===== src/hdl/fetch_bus_pkg.sv =====
// Fetch bus types
// Request and response words of the instruction fetch bus, shared by the
// prefetch unit and the memory model on the other side of the bus
`default_nettype none

package fetch_bus_pkg;

  //////////////////////////////////////////////////
  // Request channel
  //////////////////////////////////////////////////

  // One word read per accepted request
  // Handshake is trans_valid/trans_ready outside the struct
  typedef struct packed {
    // Word aligned, bits [1:0] always zero
    logic [31:0] addr;
    // Read of a pointer table entry, not an instruction
    logic        ptr;
  } bus_req_t;

  //////////////////////////////////////////////////
  // Response channel
  //////////////////////////////////////////////////

  // One response per accepted request, returned in order
  // Qualified by resp_valid, no back-pressure on this side
  typedef struct packed {
    logic [31:0] rdata;
    // Bus error, passed on with the word
    logic        err;
  } bus_resp_t;

endpackage

`default_nettype wire


===== src/hdl/prefetch_pkg.sv =====
// Prefetch types
// Controller states and the word formats handled inside the prefetch unit
`default_nettype none

package prefetch_pkg;

  //////////////////////////////////////////////////
  // Controller states
  //////////////////////////////////////////////////

  typedef enum logic [1:0] {
    // Out of reset, waiting for the first branch
    WAIT_BRANCH = 2'b00,
    // Streaming sequential words
    RUN         = 2'b01,
    // Pointer table read not yet accepted
    PTR_ISSUE   = 2'b10,
    // Pointer table read accepted, waiting for its data
    PTR_WAIT    = 2'b11
  } prefetch_state_e;

  //////////////////////////////////////////////////
  // Fetched word
  //////////////////////////////////////////////////

  // Same 32 bits, seen as an instruction or as a table entry
  typedef union packed {
    struct packed {
      logic [31:0] raw;
    } instr;
    // Table entry holds a word index in its low 30 bits
    struct packed {
      logic [1:0]  rsvd;
      logic [29:0] target;
    } ptr;
  } fetch_word_u;

  // Entry handed to the core
  typedef struct packed {
    logic [31:0] addr;
    fetch_word_u word;
    logic        err;
  } fetch_instr_t;

endpackage

`default_nettype wire


===== src/hdl/prefetch_ctrl_fsm.sv =====
// Prefetch controller
// Tracks the fetch mode, decides when a bus request may issue, and raises
// the flush and pointer load strobes
`timescale 1ns/100ps
`default_nettype none

module prefetch_ctrl_fsm #(
  // Depth of the instruction FIFO, 2 to 7 with a 3-bit count
  parameter int unsigned FIFO_DEPTH = 4
) (
  input  wire                           clk,
  input  wire                           rst_n,
  // Core side
  input  wire                           branch_i,
  input  wire                           branch_ptr_i,
  // Space accounting
  input  wire                           can_issue_i,
  input  wire  [2:0]                    fifo_count_i,
  input  wire  [2:0]                    kept_in_flight_i,
  // Bus
  input  wire                           trans_ready_i,
  input  wire                           resp_valid_i,
  input  wire                           keep_resp_i,
  // Control out
  output logic                          issue_o,
  output logic                          ptr_req_o,
  output logic                          flush_o,
  output logic                          load_ptr_o,
  output prefetch_pkg::prefetch_state_e state_o
);

  import prefetch_pkg::*;

  prefetch_state_e state_q;
  prefetch_state_e state_d;
  logic [3:0]      occupancy;
  logic            room;

  // Slots taken = words buffered plus words still coming back
  assign occupancy = {1'b0, fifo_count_i} + {1'b0, kept_in_flight_i};
  assign room      = occupancy < 4'(FIFO_DEPTH);

  // Every branch empties the FIFO in its own cycle
  assign flush_o = branch_i;
  assign state_o = state_q;

  //////////////////////////////////////////////////
  // Next state and request decision
  //////////////////////////////////////////////////

  always_comb begin
    state_d    = state_q;
    issue_o    = 1'b0;
    ptr_req_o  = 1'b0;
    load_ptr_o = 1'b0;

    if (branch_i) begin
      // FIFO and kept requests are both cleared this cycle,
      // so only the bus limit holds the target back
      issue_o   = can_issue_i;
      ptr_req_o = branch_ptr_i;
      if (!branch_ptr_i) begin
        state_d = RUN;
      end else if (issue_o && trans_ready_i) begin
        state_d = PTR_WAIT;
      end else begin
        state_d = PTR_ISSUE;
      end
    end else begin
      case (state_q)
        WAIT_BRANCH: begin
          // No address known yet
          state_d = WAIT_BRANCH;
        end
        RUN: begin
          issue_o = can_issue_i && room;
        end
        PTR_ISSUE: begin
          issue_o   = can_issue_i && room;
          ptr_req_o = 1'b1;
          if (issue_o && trans_ready_i) begin
            state_d = PTR_WAIT;
          end
        end
        PTR_WAIT: begin
          // Only the table read is kept here, older words are dropped
          if (resp_valid_i && keep_resp_i) begin
            load_ptr_o = 1'b1;
            state_d    = RUN;
          end
        end
        default: begin
          state_d = WAIT_BRANCH;
        end
      endcase
    end
  end

  //////////////////////////////////////////////////
  // State register
  //////////////////////////////////////////////////

  always_ff @(posedge clk or negedge rst_n) begin
    if (!rst_n) begin
      state_q <= WAIT_BRANCH;
    end else begin
      state_q <= state_d;
    end
  end

endmodule

`default_nettype wire


===== src/hdl/prefetch_addr_gen.sv =====
// Prefetch address generator
// Holds the next fetch address, loads branch and pointer targets, and keeps
// the addresses of accepted requests in order for tagging the returned words
`timescale 1ns/100ps
`default_nettype none

module prefetch_addr_gen #(
  parameter int unsigned FIFO_DEPTH      = 4,
  parameter int unsigned MAX_OUTSTANDING = 2
) (
  input  wire                       clk,
  input  wire                       rst_n,
  input  wire                       branch_i,
  input  wire  [31:0]               branch_addr_i,
  // Accepted sequential request
  input  wire                       step_i,
  input  wire                       load_ptr_i,
  // Kept instruction word leaves the queue
  input  wire                       pop_i,
  input  wire prefetch_pkg::fetch_word_u ptr_word_i,
  output logic [31:0]               addr_o,
  output logic [31:0]               issued_addr_o
);

  localparam int unsigned Q_DEPTH = FIFO_DEPTH + MAX_OUTSTANDING;
  localparam int unsigned Q_PTR_W = $clog2(Q_DEPTH);

  logic [31:0]        next_addr_q;
  logic [31:0]        addr_q [Q_DEPTH];
  logic [Q_PTR_W-1:0] q_wr_ptr;
  logic [Q_PTR_W-1:0] q_rd_ptr;
  logic [Q_PTR_W-1:0] q_wr_idx;

  // Wrap for a depth that need not be a power of two
  function automatic logic [Q_PTR_W-1:0] q_next(input logic [Q_PTR_W-1:0] ptr);
    if (ptr == Q_PTR_W'(Q_DEPTH - 1)) begin
      return '0;
    end
    return ptr + 1'b1;
  endfunction

  // Branch target goes out in the same cycle
  assign addr_o = branch_i ? branch_addr_i : next_addr_q;

  //////////////////////////////////////////////////
  // Next fetch address
  //////////////////////////////////////////////////

  always_ff @(posedge clk or negedge rst_n) begin
    if (!rst_n) begin
      next_addr_q <= '0;
    end else if (branch_i) begin
      next_addr_q <= step_i ? branch_addr_i + 32'd4 : branch_addr_i;
    end else if (load_ptr_i) begin
      // Word index to byte address
      next_addr_q <= {ptr_word_i.ptr.target, 2'b00};
    end else if (step_i) begin
      next_addr_q <= next_addr_q + 32'd4;
    end
  end

  //////////////////////////////////////////////////
  // Issued address queue
  //////////////////////////////////////////////////

  // A branch drops every older entry, its own target lands in slot 0
  assign q_wr_idx = branch_i ? '0 : q_wr_ptr;

  always_ff @(posedge clk or negedge rst_n) begin
    if (!rst_n) begin
      q_wr_ptr <= '0;
      q_rd_ptr <= '0;
    end else if (branch_i) begin
      q_rd_ptr <= '0;
      q_wr_ptr <= step_i ? q_next('0) : '0;
    end else begin
      if (step_i) begin
        q_wr_ptr <= q_next(q_wr_ptr);
      end
      if (pop_i) begin
        q_rd_ptr <= q_next(q_rd_ptr);
      end
    end
  end

  always_ff @(posedge clk) begin
    if (step_i) begin
      addr_q[q_wr_idx] <= addr_o;
    end
  end

  // Address of the oldest kept word still to come back
  assign issued_addr_o = addr_q[q_rd_ptr];

endmodule

`default_nettype wire


===== src/hdl/outstanding_counter.sv =====
// Outstanding request counter
// Counts bus reads in flight and how many of them belong to a stream
// that a branch has abandoned
`timescale 1ns/100ps
`default_nettype none

module outstanding_counter #(
  // Bus read limit, 1 to 7
  parameter int unsigned MAX_OUTSTANDING = 2
) (
  input  wire        clk,
  input  wire        rst_n,
  input  wire        accept_i,
  input  wire        resp_valid_i,
  input  wire        flush_i,
  output logic       can_issue_o,
  output logic       keep_resp_o,
  output logic [2:0] kept_in_flight_o
);

  logic [2:0] in_flight_q;
  logic [2:0] in_flight_left;
  logic [2:0] in_flight_d;
  logic [2:0] discard_q;
  logic [2:0] discard_d;

  // In flight after this cycle's response, before a new acceptance
  assign in_flight_left = in_flight_q - {2'b00, resp_valid_i};
  assign in_flight_d    = in_flight_left + {2'b00, accept_i};

  always_comb begin
    discard_d = discard_q;
    if (flush_i) begin
      // Whatever is still out belongs to the old stream
      discard_d = in_flight_left;
    end else if (resp_valid_i && (discard_q != 3'd0)) begin
      discard_d = discard_q - 3'd1;
    end
  end

  //////////////////////////////////////////////////
  // Outputs
  //////////////////////////////////////////////////

  // Old responses come back first, being in order
  assign keep_resp_o      = (discard_q == 3'd0);
  assign can_issue_o      = in_flight_q < 3'(MAX_OUTSTANDING);
  assign kept_in_flight_o = in_flight_q - discard_q;

  always_ff @(posedge clk or negedge rst_n) begin
    if (!rst_n) begin
      in_flight_q <= 3'd0;
      discard_q   <= 3'd0;
    end else begin
      in_flight_q <= in_flight_d;
      discard_q   <= discard_d;
    end
  end

endmodule

`default_nettype wire


===== src/hdl/fetch_fifo.sv =====
// Instruction FIFO
// In-order buffer between the bus responses and the core, emptied in a
// single cycle on a branch
`timescale 1ns/100ps
`default_nettype none

module fetch_fifo #(
  // 2 to 7 entries, the count is 3 bits wide
  parameter int unsigned FIFO_DEPTH = 4
) (
  input  wire                        clk,
  input  wire                        rst_n,
  input  wire                        wr_i,
  input  wire prefetch_pkg::fetch_instr_t wr_data_i,
  input  wire                        flush_i,
  input  wire                        rd_i,
  output prefetch_pkg::fetch_instr_t rd_data_o,
  output logic                       empty_o,
  output logic [2:0]                 count_o
);

  import prefetch_pkg::*;

  localparam int unsigned PTR_W = $clog2(FIFO_DEPTH);

  fetch_instr_t     mem_q [FIFO_DEPTH];
  logic [PTR_W-1:0] wr_ptr_q;
  logic [PTR_W-1:0] rd_ptr_q;
  logic [2:0]       count_q;
  logic             do_wr;
  logic             do_rd;

  function automatic logic [PTR_W-1:0] ptr_next(input logic [PTR_W-1:0] ptr);
    if (ptr == PTR_W'(FIFO_DEPTH - 1)) begin
      return '0;
    end
    return ptr + 1'b1;
  endfunction

  // Slots are reserved at issue time, a write never meets a full FIFO
  // Flush wins over a write in the same cycle
  assign do_wr = wr_i && !flush_i;
  assign do_rd = rd_i && (count_q != 3'd0);

  //////////////////////////////////////////////////
  // Pointers and count
  //////////////////////////////////////////////////

  always_ff @(posedge clk or negedge rst_n) begin
    if (!rst_n) begin
      wr_ptr_q <= '0;
      rd_ptr_q <= '0;
      count_q  <= 3'd0;
    end else if (flush_i) begin
      wr_ptr_q <= '0;
      rd_ptr_q <= '0;
      count_q  <= 3'd0;
    end else begin
      if (do_wr) begin
        wr_ptr_q <= ptr_next(wr_ptr_q);
      end
      if (do_rd) begin
        rd_ptr_q <= ptr_next(rd_ptr_q);
      end
      case ({do_wr, do_rd})
        2'b10:   count_q <= count_q + 3'd1;
        2'b01:   count_q <= count_q - 3'd1;
        default: count_q <= count_q;
      endcase
    end
  end

  //////////////////////////////////////////////////
  // Storage
  //////////////////////////////////////////////////

  always_ff @(posedge clk) begin
    if (do_wr) begin
      mem_q[wr_ptr_q] <= wr_data_i;
    end
  end

  // Head entry shows through while not empty
  assign rd_data_o = mem_q[rd_ptr_q];
  assign empty_o   = (count_q == 3'd0);
  assign count_o   = count_q;

endmodule

`default_nettype wire


===== src/hdl/prefetch_unit.sv =====
// Instruction prefetch unit
// Fetches word-aligned instructions ahead of the core, bounded by the bus
// read limit and the free space of the instruction FIFO
`timescale 1ns/100ps
`default_nettype none

module prefetch_unit #(
  parameter int unsigned FIFO_DEPTH      = 4,
  parameter int unsigned MAX_OUTSTANDING = 2
) (
  input  wire                             clk,
  input  wire                             rst_n,
  // Core side
  input  wire                             branch_i,
  input  wire                             branch_ptr_i,
  input  wire  [31:0]                     branch_addr_i,
  output logic                            instr_valid_o,
  input  wire                             instr_ready_i,
  output prefetch_pkg::fetch_instr_t      instr_o,
  // Bus side
  output logic                            trans_valid_o,
  input  wire                             trans_ready_i,
  output fetch_bus_pkg::bus_req_t         trans_o,
  input  wire                             resp_valid_i,
  input  wire fetch_bus_pkg::bus_resp_t   resp_i
);

  import prefetch_pkg::*;

  logic            issue;
  logic            ptr_req;
  logic            flush;
  logic            load_ptr;
  logic            can_issue;
  logic            keep_resp;
  logic            accept;
  logic            step;
  logic [2:0]      kept_in_flight;
  logic [2:0]      fifo_count;
  logic            fifo_wr;
  logic            fifo_rd;
  logic            fifo_empty;
  logic [31:0]     fetch_addr;
  logic [31:0]     issued_addr;
  prefetch_state_e state;
  fetch_word_u     resp_word;
  fetch_instr_t    fifo_wr_data;

  //////////////////////////////////////////////////
  // Glue
  //////////////////////////////////////////////////

  assign accept        = issue && trans_ready_i;
  assign step          = accept && !ptr_req;
  assign trans_valid_o = issue;
  assign trans_o       = '{addr: fetch_addr, ptr: ptr_req};

  // Kept words in RUN are instructions, the pointer word is consumed
  assign fifo_wr = resp_valid_i && keep_resp && (state == RUN);
  assign fifo_rd = instr_valid_o && instr_ready_i;

  assign resp_word.instr.raw = resp_i.rdata;
  assign fifo_wr_data        = '{addr: issued_addr, word: resp_word, err: resp_i.err};
  assign instr_valid_o       = !fifo_empty;

  //////////////////////////////////////////////////
  // Blocks
  //////////////////////////////////////////////////

  prefetch_ctrl_fsm #(
    .FIFO_DEPTH(FIFO_DEPTH)
  ) u_ctrl (
    .clk(clk), .rst_n(rst_n),
    .branch_i(branch_i), .branch_ptr_i(branch_ptr_i),
    .can_issue_i(can_issue), .fifo_count_i(fifo_count),
    .kept_in_flight_i(kept_in_flight), .trans_ready_i(trans_ready_i),
    .resp_valid_i(resp_valid_i), .keep_resp_i(keep_resp),
    .issue_o(issue), .ptr_req_o(ptr_req), .flush_o(flush),
    .load_ptr_o(load_ptr), .state_o(state)
  );

  outstanding_counter #(
    .MAX_OUTSTANDING(MAX_OUTSTANDING)
  ) u_count (
    .clk(clk), .rst_n(rst_n),
    .accept_i(accept), .resp_valid_i(resp_valid_i), .flush_i(flush),
    .can_issue_o(can_issue), .keep_resp_o(keep_resp),
    .kept_in_flight_o(kept_in_flight)
  );

  prefetch_addr_gen #(
    .FIFO_DEPTH(FIFO_DEPTH),
    .MAX_OUTSTANDING(MAX_OUTSTANDING)
  ) u_addr (
    .clk(clk), .rst_n(rst_n),
    .branch_i(branch_i), .branch_addr_i(branch_addr_i),
    .step_i(step), .load_ptr_i(load_ptr), .pop_i(fifo_wr),
    .ptr_word_i(resp_word), .addr_o(fetch_addr), .issued_addr_o(issued_addr)
  );

  fetch_fifo #(
    .FIFO_DEPTH(FIFO_DEPTH)
  ) u_fifo (
    .clk(clk), .rst_n(rst_n),
    .wr_i(fifo_wr), .wr_data_i(fifo_wr_data), .flush_i(flush),
    .rd_i(fifo_rd), .rd_data_o(instr_o),
    .empty_o(fifo_empty), .count_o(fifo_count)
  );

endmodule

`default_nettype wire


===== config.mk =====
export PLATFORM = sky130hd
export DESIGN_NAME = prefetch_unit
export DESIGN_NICKNAME = d
export VERILOG_FILES = /design/src/hdl/fetch_bus_pkg.sv /design/src/hdl/prefetch_pkg.sv /design/src/hdl/prefetch_ctrl_fsm.sv /design/src/hdl/prefetch_addr_gen.sv /design/src/hdl/outstanding_counter.sv /design/src/hdl/fetch_fifo.sv /design/src/hdl/prefetch_unit.sv
export SDC_FILE = /design/constraint.sdc
export NUM_CORES = 1
export LEC_CHECK = 0
export BUFFER_PORTS_ARGS = -buffer_cell sky130_fd_sc_hd__clkbuf_2
export CAP_MARGIN = 20
export CORE_MARGIN = 2
export CORE_UTILIZATION = 45
export CTS_CLUSTER_DIAMETER = 40
export DETAILED_ROUTE_END_ITERATION = 8
export GPL_TIMING_DRIVEN = 0
export PLACE_DENSITY = 0.71
export REMOVE_ABC_BUFFERS = 1
export SETUP_SLACK_MARGIN = 0.3
export SYNTH_ARGS = -nofsm -noshare
export SYNTH_HDL_FRONTEND = slang
export SYNTH_SLANG_ARGS = --single-unit

===== constraint.sdc =====
create_clock -name clk -period 7.6 [get_ports clk]
set_input_delay 0.76 -clock clk [delete_from_list [all_inputs] [get_ports clk]]
set_output_delay 0.76 -clock clk [all_outputs]
set_load 0.01 [all_outputs]

# == Yosys cells after proc, flatten, opt, wreduce, memory -nomap -nowiden ==
# Memories as Yosys holds them, arrays and structs flattened.
# Cells that the tools add are included.
# totals
wordCells,122
regBits,53
mem_count,2
out_inout_bits,100
ram_bits,452
# memory_table
name,words,width,read_ports,rd_clocked_by_memory_dff,wr,line,text
u_fifo.mem_q,4,65,1,0,1,fetch_fifo.sv:26,fetch_instr_t mem_q [FIFO_DEPTH];
u_addr.addr_q,6,32,1,0,1,prefetch_addr_gen.sv:29,logic [31:0] addr_q [Q_DEPTH];
# classes
eq_ne,11
reduce_logical,29
magnitude_cmp,2
n_addsub,13
mux,56
# op_table
op,count
$mux 32,5
$add 32x3->32 const B,2
$mux 3,12
$mux 1,25
$mux 2,12
$reduce_bool 3->1,4
$logic_and 1x1->1,11
$eq 2x2->1 const B,5
$reduce_bool 2->1,5
$add 3x1->3 const B,3
$eq 3x3->1 const B,2
$logic_not 3->1,2
$pmux 2 s3,1
$pmux 3 s2,1
$sub 3x1->3 const B,2
$add 2x1->2 const B,2
$add 3x3->4,1
$eq 2x1->1 const B,2
$lt 4x3->1 const B,1
$reduce_bool 4->1,1
$add 3x1->3,1
$logic_not 1->1,3
$lt 3x2->1 const B,1
$ne 3x2->1 const B,1
other kinds (6),6

# == Logic depth before layout (Yosys ltp) ==
# Gate-level depths: netlist of run 1.
# logic_depth
word_depth,13
depth_mapped,14

# == Modules after synthesis ==
# A second synthesis of run 1 with hierarchy kept.
# unflattened
cells_unflattened,1251
area_unflattened_um2,21244.1
# modules_own_cells
module,cells_per_inst,seq_area_each_um2,area_each_um2,n_inst
prefetch_addr_gen,788,6716.4,10659.0,1
fetch_fifo,394,7982.7,9897.0,1
outstanding_counter,36,150.1,405.4,1
prefetch_ctrl_fsm,27,50.0,240.2,1
prefetch_unit,6,0.0,42.5,1

# == Worst setup path before layout of run 1 ==
# No wires, ideal clock.
# synth_path
path_kind,register -> register
start,reg u_count.in_flight_q[0]
end,"mem u_addr.addr_q[2][0], enable pin"
n_path_buf,1
t_required_ns,7.099
period_less_slack_ns,5.962
setup_ns,0.501
path_slack_ns,1.638
arrival_ns,5.461
path_stages_with_launch,13
path_cell_list,dfrtp_1 > inv_1 > ha_1 > inv_1 > fa_1 > xor2_1 > xnor2_1 > ha_1 > nor3_4 > a31oi_4 > nand2b_1 > buf_2 > nor4_1
# synth_via
elab_chain_len,10
# synth_rtl
item,line,text
start: declaration,outstanding_counter.sv:21,logic [2:0] in_flight_q;
start signal: assignment,outstanding_counter.sv:55,in_flight_q <= in_flight_d;
$sub 3x3->3,outstanding_counter.sv:48,assign kept_in_flight_o = in_flight_q - discard_q;
$add 3x3->4,prefetch_ctrl_fsm.sv:40,"assign occupancy = {1'b0, fifo_count_i} + {1'b0, kept_in_flight_i};"
$lt 4x3->1,prefetch_ctrl_fsm.sv:41,assign room = occupancy < 4'(FIFO_DEPTH);
$logic_and 1x1->1,"prefetch_ctrl_fsm.sv:76, prefetch_ctrl_fsm.sv:79",
$mux 1,-,
$mux 1 *,prefetch_ctrl_fsm.sv:57,if (branch_i) begin
$logic_and 1x1->1 *,prefetch_unit.sv:53,assign accept = issue && trans_ready_i;
$logic_and 1x1->1 *,prefetch_unit.sv:54,assign step = accept && !ptr_req;
$mux 1 *,prefetch_addr_gen.sv:87,if (step_i) begin
$mux 1 (implied by the code) *,prefetch_addr_gen.sv:88,addr_q[q_wr_idx] <= addr_o;
end: declaration,prefetch_addr_gen.sv:29,
# Every way passes the cells marked *; elsewhere a longest branch is shown, timed or not.

# == Final worst setup path of run 1 ==
# layout_path
start,reg u_count.in_flight_q[0]
end,"mem u_addr.addr_q[2][27], enable pin"
# Same word-level chain as after synthesis.

==> metrics.yaml, run 1 <==
synth:
  avgSynthCellArea_sq_um: 17.22
  ys_top_cells_by_area: "edfxtp_1, mux4_2, dfrtp_1"
  synth_top_family_by_area: "multiplexers"
  yosysTopAreaCellShare_pct: 63.96
  synth_compound_area_share_pct: 4.611
  synth_edf_count: 452
  ys.flop_type: "edfxtp_1"
  synthAdderAreaFrac_pct: 1.368
  ys_types: 73
  synth_simple_gate_area_share_pct: 6.716
  yosysWarnings: 0
  synth_area_leader_cell: "edfxtp_1"
  syn-cell-area_sq_mm: 0.02122
  synth-seq-cells: 505
  synth_cells: 1232
  yosysSeqAreaShare_pct: 70.21
  muxShareOfSynthArea_pct: 13.59
  synth-xor-area-share_pct: 1.899
  async_flop_share_pct: 10.50
placement:
  place_inst: 1982
  place_ws_ns: 2.917
  portBuffers: 171
  dpl_cell_area_sq_mm: 0.02313
  place.gp.congestion: 0.8610
  hpwl_mm: 33.36
floorplanning:
  die_w_um: 221.2
  dieArea_sq_mm: 0.04891
  initial_core_util_pct: 45.58
  core_area_sq_mm: 0.04656
  row_count: 79
  ios: 172
  die_y_um: 221.2
drt:
  wl_per_cell_um: 23.71
  wl_mm: 50.20
  via_count: 12101
  via_per_inst: 5.716
  drt_iter0_drc: 1141
  drc: 0
  ant_nets: 0
  first_pass_iters: 5
critical_path:
  required_ns: 7.88
  r2r-start: "u_count.in_flight_q[0]"
  arrival_ns: 5.03
  path_class: "flip-flop to flip-flop"
  rrSetupSlack_ns: 2.85
  cp_max_fo: 19
  reg2regPathDepth: 14
  timing.rr.end: "u_addr.addr_q[2][27]"
  critPathCaptureType: "flip-flop"
  start_kind: "flip-flop"
global_route:
  grt_use_total_pct: 20.74
  antenna_found_initial: 6
  grt_pass1_vias: 12620
  grt_pass1_wl_mm: 76.47
  grt_max_degree: 78
  overflow: 0
clock_network:
  clk_latency_ns: 0.59
  cts.sink_count: 505
  cts_tree: "yes"
  cts_buffer_depth: 3
  numCtsBuffers: 69
  clock-root-buffer: "clkbuf_16"
  cts_hold_buffers: 0
  postCtsSetupBuffers: 0
  htreeDepth: 3
  path_clk_slew_ns: 0.06
  cts_resized: 0
finish:
  design_area_sq_mm: 0.02552
  drive_gt1_share_pct: 31.80
  fin_util_pct: 54.82
  area.growth.synth_to_final_pct: 20.27
  post_layout_nonfiller_instances: 2117
  layout.nets: 1541
pwr:
  leakage_nw: 8.643
  ir_worst_vdd_uv: 218.7
  powerDensity_mw_per_mm2: 317.5
run:
  maxCapViolations: 0
sta:
  max_freq_ghz: 0.2107
  fin_crit_ns: 4.746
  hold_viol: 0
  period_share_pct: 62.45
  worstMarginPinSlew_ns: 1.068
  fin_ws_ns: 2.854
  rsz0062_at_grt: "no"
  slew_viol_final: 0
  setup_viol: 0
  fin_skew_ns: 0.03010
  finalSetupTns_ns: 0
  relSlewSlack_pct: 28.04
outcome:
  outcome: "completed"
hold_path:
  hp-class: "input pin to async pin"
==> cell type report <==
class	instances	area, sq um
antenna	7	17.52
clock buffer	79	1849
clock inverter	48	518.0
fill	3596	21030
inverter	20	75.07
multi-input combinational	645	6031
sequential	505	14910
tap	607	759.5
timing repair buffer	206	1359
==> placed cells by master (no fill, tap or decap), types with 8 or more instances in the layout <==
cell type / count
edfxtp_1: 452
clkbuf_2: 169
mux4_2: 97
nor2_1: 76
clkbuf_16: 73
a21oi_1: 62
nand2_1: 51
dfrtp_1: 48
mux2i_1: 37
nand3_1: 31
mux2_2: 28
xor2_1: 24
o21ai_0: 24
xnor2_1: 22
inv_1: 20
ha_1: 20
buf_4: 17
nor3_1: 14
and3_1: 13
inv_6: 11
nor4_1: 9
clkinv_2: 9
clkinv_1: 9
buf_16: 9
nor4_2: 8
nand4_1: 8
a31oi_1: 8
a211oi_1: 8
bufinv_16: 8
==> per-layer routing <==
metal / vias to the layer above / part of all wire, % / GRT usage, %
met5: - / 0.050 / 0
met4: 4 / 2.2 / 5.975
met3: 88 / 8.7 / 5.935
li1: 5410 / - / -
met1: 6183 / 41 / 27.99
met2: 416 / 48 / 33.00
==> how the worst max path moves through the flow <==
| stage | end | cells past startpoint | slack (ns) | start |
|---|---|---|---|---|
| 2_1_floorplan | u_addr.addr_q[2][0] | 11 | 1.55 | u_count.in_flight_q[0] |
| 5_1_grt | u_addr.addr_q[2][27] | 14 | 2.66 | u_count.in_flight_q[0] |
| 6_report | u_addr.addr_q[2][27] | 14 | 2.85 | u_count.in_flight_q[0] |
| 4_1_cts | u_addr.addr_q[2][27] | 14 | 2.92 | u_count.in_flight_q[0] |
| 3_5_place_dp | u_addr.addr_q[2][28] | 14 | 2.92 | u_count.in_flight_q[0] |
| 3_3_place_gp | u_addr.addr_q[1][27] | 5 | -2.77 | branch_i |
==> cell families after synthesis <==
logic type / after synthesis
buffers and inverters: 82
AND/OR/NAND/NOR: 263
XOR/XNOR: 46
adder cells (fa/ha/maj): 22
flip-flops: 505
multiplexers: 163
AO/OA/AOI/OAI: 151
==> Yosys cell counts (9+ instances only) <==
master and instances:
dfrtp_1 53, clkbuf_1 35, nor3_1 16, nor4_1 12, ha_1 20, mux2_2 28
xnor2_1 22, xor2_1 24, a21oi_1 63, o21ai_0 24, edfxtp_1 452, and2_1 9
mux4_2 97, inv_1 20, nor2_1 76, nand3_1 31, nand2_1 51, buf_1 9
mux2i_1 37, and3_1 13, buf_2 14
==> metrics by stage <==
step / total power (W) / hold slack (ns)
3_5_place_dp: 0.004912 / 0.4822
2_1_floorplan: 0.004385 / 0.4620
5_1_grt: 0.008433 / 0.3213
6_report: 0.008103 / 0.2894
4_1_cts: 0.008182 / 0.2984
3_3_place_gp: 0.004898 / 0.4811
==> report_power, final <==
group	internal [W]	total [W]	switching, W
combinational	0.000635	0.00144	0.000803
clock	0.00204	0.00326	0.00121
sequential	0.00323	0.00341	0.000175
total	0.00591	0.00810	0.00219
==> registers in the layout, indices dropped and copies added (netlist names) <==
register,count
u_count.in_flight_q,3
u_fifo.mem_q,260
u_addr.addr_q,192
u_fifo.wr_ptr_q,2
u_ctrl.state_o,2
u_fifo.count_o,3
u_addr.next_addr_q,32
u_addr.q_wr_ptr,3
u_fifo.rd_ptr_q,2
u_count.discard_q,3
u_addr.q_rd_ptr,3
==> critical path: stages, from the launching register on <==
cell and delay (ns):
dfrtp_1 0.35, inv_1 0.08, ha_1 0.15, inv_1 0.05, fa_1 0.37, xor2_1 0.16, xnor2_1 0.14, ha_1 0.31
nor3_4 0.28, a31oi_4 0.33, nand2b_1 0.66, nor4_2 0.86, buf_4 0.30, buf_4 0.20, buf_4 0.20
Power figures use the tool's default switching activity.
==> run 2, diff against run 1 <==
ABC_AREA = 1   (was default)
PLACE_DENSITY = 0.73   (was 0.71)
clock period = 4 ns   (was 7.6 ns; I/O delays follow)
==> metrics.yaml, run 2 <==
hold_path:
  hp-class: "input pin to flip-flop"  # was input pin to async pin
  min_from: "resp_i[0]"
  min_to: "u_fifo.mem_q[1][0]"
  holdPathStages: 1
sta:
  hold_viol: 0  # unchanged
  slew_viol_final: 0  # unchanged
  fin_ws_ns: 0.4329  # was 2.854 ns
  rsz0062_at_grt: "yes"  # was no
  fin_skew_ns: 0.02680  # was 0.03010 ns
  max_freq_ghz: 0.2803  # was 0.2107 GHz
  whs_ns: 0.02577  # was 0.2894 ns
  period_share_pct: 89.18  # was 62.45%
  relSlewSlack_pct: 28.08  # was 28.04%
  fin_crit_ns: 3.567  # was 4.746 ns
  setup_viol: 0  # unchanged
  worstMarginPinSlew_ns: 1.068  # about the same
critical_path:
  arrival_ns: 3.87  # was 5.03 ns
  path_buf_inv: 8  # was 5
  timing.rr.end: "u_addr.addr_q[2][25]"  # was u_addr.addr_q[2][27]
  path_class: "flip-flop to flip-flop"  # unchanged
  rrSetupSlack_ns: 0.43  # was 2.85 ns
  crit_top_cell: "buf_6"  # was buf_4
  start_kind: "flip-flop"  # unchanged
  cp_slowest_cell: "fa_1"  # was nor4_2
  r2r-start: "u_count.in_flight_q[0]"  # unchanged
  slowest_delay_ns: 0.37  # was 0.86 ns
  startpoint: "u_count.in_flight_q[0]"  # unchanged
  reg2regPathDepth: 19  # was 14
  critPathCaptureType: "flip-flop"  # unchanged
  required_ns: 4.31  # was 7.88 ns
  crit_chain: "inv_1 -> ha_1 -> inv_1 -> fa_1 -> xnor2_1 -> xor2_1 -> ha_1 -> nor2_2 -> nand4_1 -> nand2_2 -> nand3_4 -> buf_12 -> inv_12 -> o21ai_2 -> nor3_4 -> buf_12 -> buf_6 -> buf_6 -> buf_6"  # was inv_1 -> ha_1 -> inv_1 -> fa_1 -> xor2_1 -> xnor2_1 -> ha_1 -> nor3_4 -> a31oi_4 -> nand2b_1 -> nor4_2 -> buf_4 -> buf_4 -> buf_4
  cp_max_fo: 16  # was 19
  crit_family: "buffers and inverters"  # was simple AND/OR/NAND/NOR gates
synth:
  synth-seq-cells: 505  # unchanged
  synth_edf_count: 452  # unchanged
  async_flop_share_pct: 10.50  # unchanged
  ys_types: 44  # was 73
  yosysMostFrequentCell: "edfxtp_1"  # unchanged
  yosysSeqAreaShare_pct: 67.13  # was 70.21%
  yosysWarnings: 0  # unchanged
  synth_area_leader_cell: "edfxtp_1"  # unchanged
  avgSynthCellArea_sq_um: 10.84  # was 17.22 sq um
  ys_top_cells_by_area: "edfxtp_1, nand2_1, dfrtp_1"  # was edfxtp_1, mux4_2, dfrtp_1
  yosysTopAreaCellShare_pct: 61.15  # was 63.96%
  ys.flop_type: "edfxtp_1"  # unchanged
  synth_cells: 2048  # was 1232
  syn-cell-area_sq_mm: 0.02220  # was 0.02122 sq mm
  synth_common_cells: "edfxtp_1, nand2_1, nor2_1"  # was edfxtp_1, mux4_2, nor2_1
pwr:
  powerDensity_mw_per_mm2: 615.4  # was 317.5 mW/mm^2
  switching_share_pct: 30.94  # was 27.04%
  switching_power_w: 0.005162  # was 0.002191 W
  share_comb_of_total_power_pct: 21.4  # was 17.7%
  ir_worst_vdd_uv: 370.6  # was 218.7 uV
  leakage_nw: 10.17  # was 8.643 nW
  clkPwrFrac_pct: 39.2  # was 40.2%
  p_int_w: 0.01152  # was 0.005911 W
  seq_power_share_pct: 39.5  # was 42.0%
drt:
  drt_iter0_drc: 1575  # was 1141
  first_pass_iters: 6  # was 5
  wl_mm: 63.20  # was 50.20 mm
  ant_nets: 0  # unchanged
  wl_per_cell_um: 21.12  # was 23.71 um
  drc: 0  # unchanged
  via_per_inst: 5.566  # was 5.716
  via_count: 16654  # was 12101
finish:
  top_register: "u_fifo.mem_q"  # unchanged
  post_layout_nonfiller_instances: 2992  # was 2117
  fillCellCount: 4118  # was 3596
  fin_util_pct: 55.49  # was 54.82%
  design_area_sq_mm: 0.02711  # was 0.02552 sq mm
  drive_gt1_share_pct: 17.78  # was 31.80%
  layout_commonest_cell: "edfxtp_1"  # unchanged
  top_regs: "u_fifo.mem_q x260, u_addr.addr_q x192, u_addr.next_addr_q x32"  # unchanged
  area.growth.synth_to_final_pct: 22.13  # was 20.27%
  largest_register_ffs: 260  # unchanged
  layout_common_cells: "edfxtp_1, nand2_1, nor2_1, o21ai_0, clkbuf_2"  # was edfxtp_1, clkbuf_2, mux4_2, nor2_1, clkbuf_16
  layout.nets: 2361  # was 1541
global_route:
  grt_pass1_vias: 15708  # was 12620
  grt_max_degree: 84  # was 78
  overflow: 0  # unchanged
  antenna_found_initial: 10  # was 6
  grt_use_total_pct: 24.48  # was 20.74%
  grt_pass1_wl_mm: 93.28  # was 76.47 mm
placement:
  hpwl_mm: 42.22  # was 33.36 mm
  place_inst: 2821  # was 1982
  place_ws_ns: -0.7802  # was 2.917 ns
  dpl_cell_area_sq_mm: 0.02417  # was 0.02313 sq mm
  place.gp.congestion: 0.8930  # was 0.8610
  portBuffers: 171  # unchanged
floorplanning:
  row_count: 81  # was 79
  die_w_um: 226.1  # was 221.2 um
  initial_core_util_pct: 45.44  # was 45.58%
  core_area_sq_mm: 0.04885  # was 0.04656 sq mm
  dieArea_sq_mm: 0.05111  # was 0.04891 sq mm
  ios: 172  # unchanged
  die_y_um: 226.1  # was 221.2 um
clock_network:
  clk_latency_ns: 0.60  # was 0.59 ns
  clock-root-buffer: "clkbuf_16"  # unchanged
  cts.sink_count: 505  # unchanged
  numCtsBuffers: 71  # was 69
  path_clk_slew_ns: 0.05  # was 0.06 ns
  cts_buffer_depth: 3  # unchanged
  cts_tree: "yes"  # unchanged
  htreeDepth: 3  # unchanged
run:
  maxCapViolations: 0  # unchanged
outcome:
  outcome: "completed"  # unchanged
run 2: power by group through the flow:
stage / clock network [W] / registers [W] / logic [W]
2_1_floorplan: 0 / 0.00660 / 0.00199
3_3_place_gp: 0 / 0.00681 / 0.00312
3_5_place_dp: 0 / 0.00668 / 0.00340
4_1_cts: 0.00662 / 0.00658 / 0.00351
5_1_grt: 0.00685 / 0.00662 / 0.00396
6_report: 0.00653 / 0.00658 / 0.00357
run 2: per-layer routing:
metal	part of all wire, %	GRT usage [%]	wire [um]
met1	41	32.50	25770
met2	48	39.43	30110
met3	8.6	5.712	5432
met4	2.9	8.892	1827
met5	0.082	0	52
run 2: layout make-up:
| class | count | area (sq um) | area share [%] |
|---|---|---|---|
| Clock inverter | 48 | 610.6 | 2.252 |
| Multi-Input combinational cell | 1341 | 6604 | 24.36 |
| Tap cell | 664 | 830.8 | 3.065 |
| Clock buffer | 81 | 1878 | 6.928 |
| Inverter | 99 | 389.1 | 1.435 |
| Antenna cell | 5 | 12.51 | 0.04616 |
| Timing Repair inverter | 1 | 8.758 | 0.03231 |
| Sequential cell | 505 | 14910 | 54.99 |
| Timing Repair Buffer | 248 | 1867 | 6.887 |
run 2: through the flow:
| stage | total power (W) | setup TNS, ns |
|---|---|---|
| detailed placement | 0.01008 | -51.36 |
| global placement | 0.009929 | -2625.23 |
| global route | 0.01743 | 0 |
| floorplan | 0.008592 | -354.01 |
| finish | 0.01668 | 0 |
| CTS | 0.01670 | 0 |
run 2: cell families (layout without fill, tap and decap cells):
logic type / count (synthesis) / count (layout) / share of synthesized area (%)
buf+inv: 203 / 477 / 3.749
compound gates: 405 / 405 / 10.83
other cells: 0 / 5 / 0
flops: 505 / 505 / 67.13
fa+ha+maj: 22 / 22 / 1.308
simple gates: 886 / 887 / 15.91
xor+xnor: 27 / 27 / 1.065
run 2: what timing repair did:
| item | 4_1_cts | 5_1_grt |
|---|---|---|
| hold buffers | 3 | 0 |
| endpoints found under the hold margin | 60 | 0 |
| buffers inserted | 12 | 15 |
| endpoints found under the setup margin | 156 | 100 |
| pin swaps | 4 | 5 |
| gates resized for setup | 8 | 16 |
| cloned | 2 | 0 |
run 2: worst reg2reg max path: stages (launching register included):
cell	delay (ns)
dfrtp_1	0.35
inv_1	0.08
ha_1	0.14
inv_1	0.04
fa_1	0.37
xnor2_1	0.17
xor2_1	0.17
ha_1	0.26
nor2_2	0.12
nand4_1	0.12
nand2_2	0.11
nand3_4	0.13
buf_12	0.18
inv_12	0.11
o21ai_2	0.13
nor3_4	0.18
buf_12	0.15
buf_6	0.11
buf_6	0.17
buf_6	0.19
run 2: worst max path at each step:
stage,cells after the start,to
3_5_place_dp,17,u_addr.addr_q[2][25]
6_report,19,u_addr.addr_q[2][25]
2_1_floorplan,12,u_addr.addr_q[3][0]
4_1_cts,16,u_addr.next_addr_q[3]
3_3_place_gp,5,u_addr.addr_q[3][27]
5_1_grt,18,u_addr.addr_q[1][26]
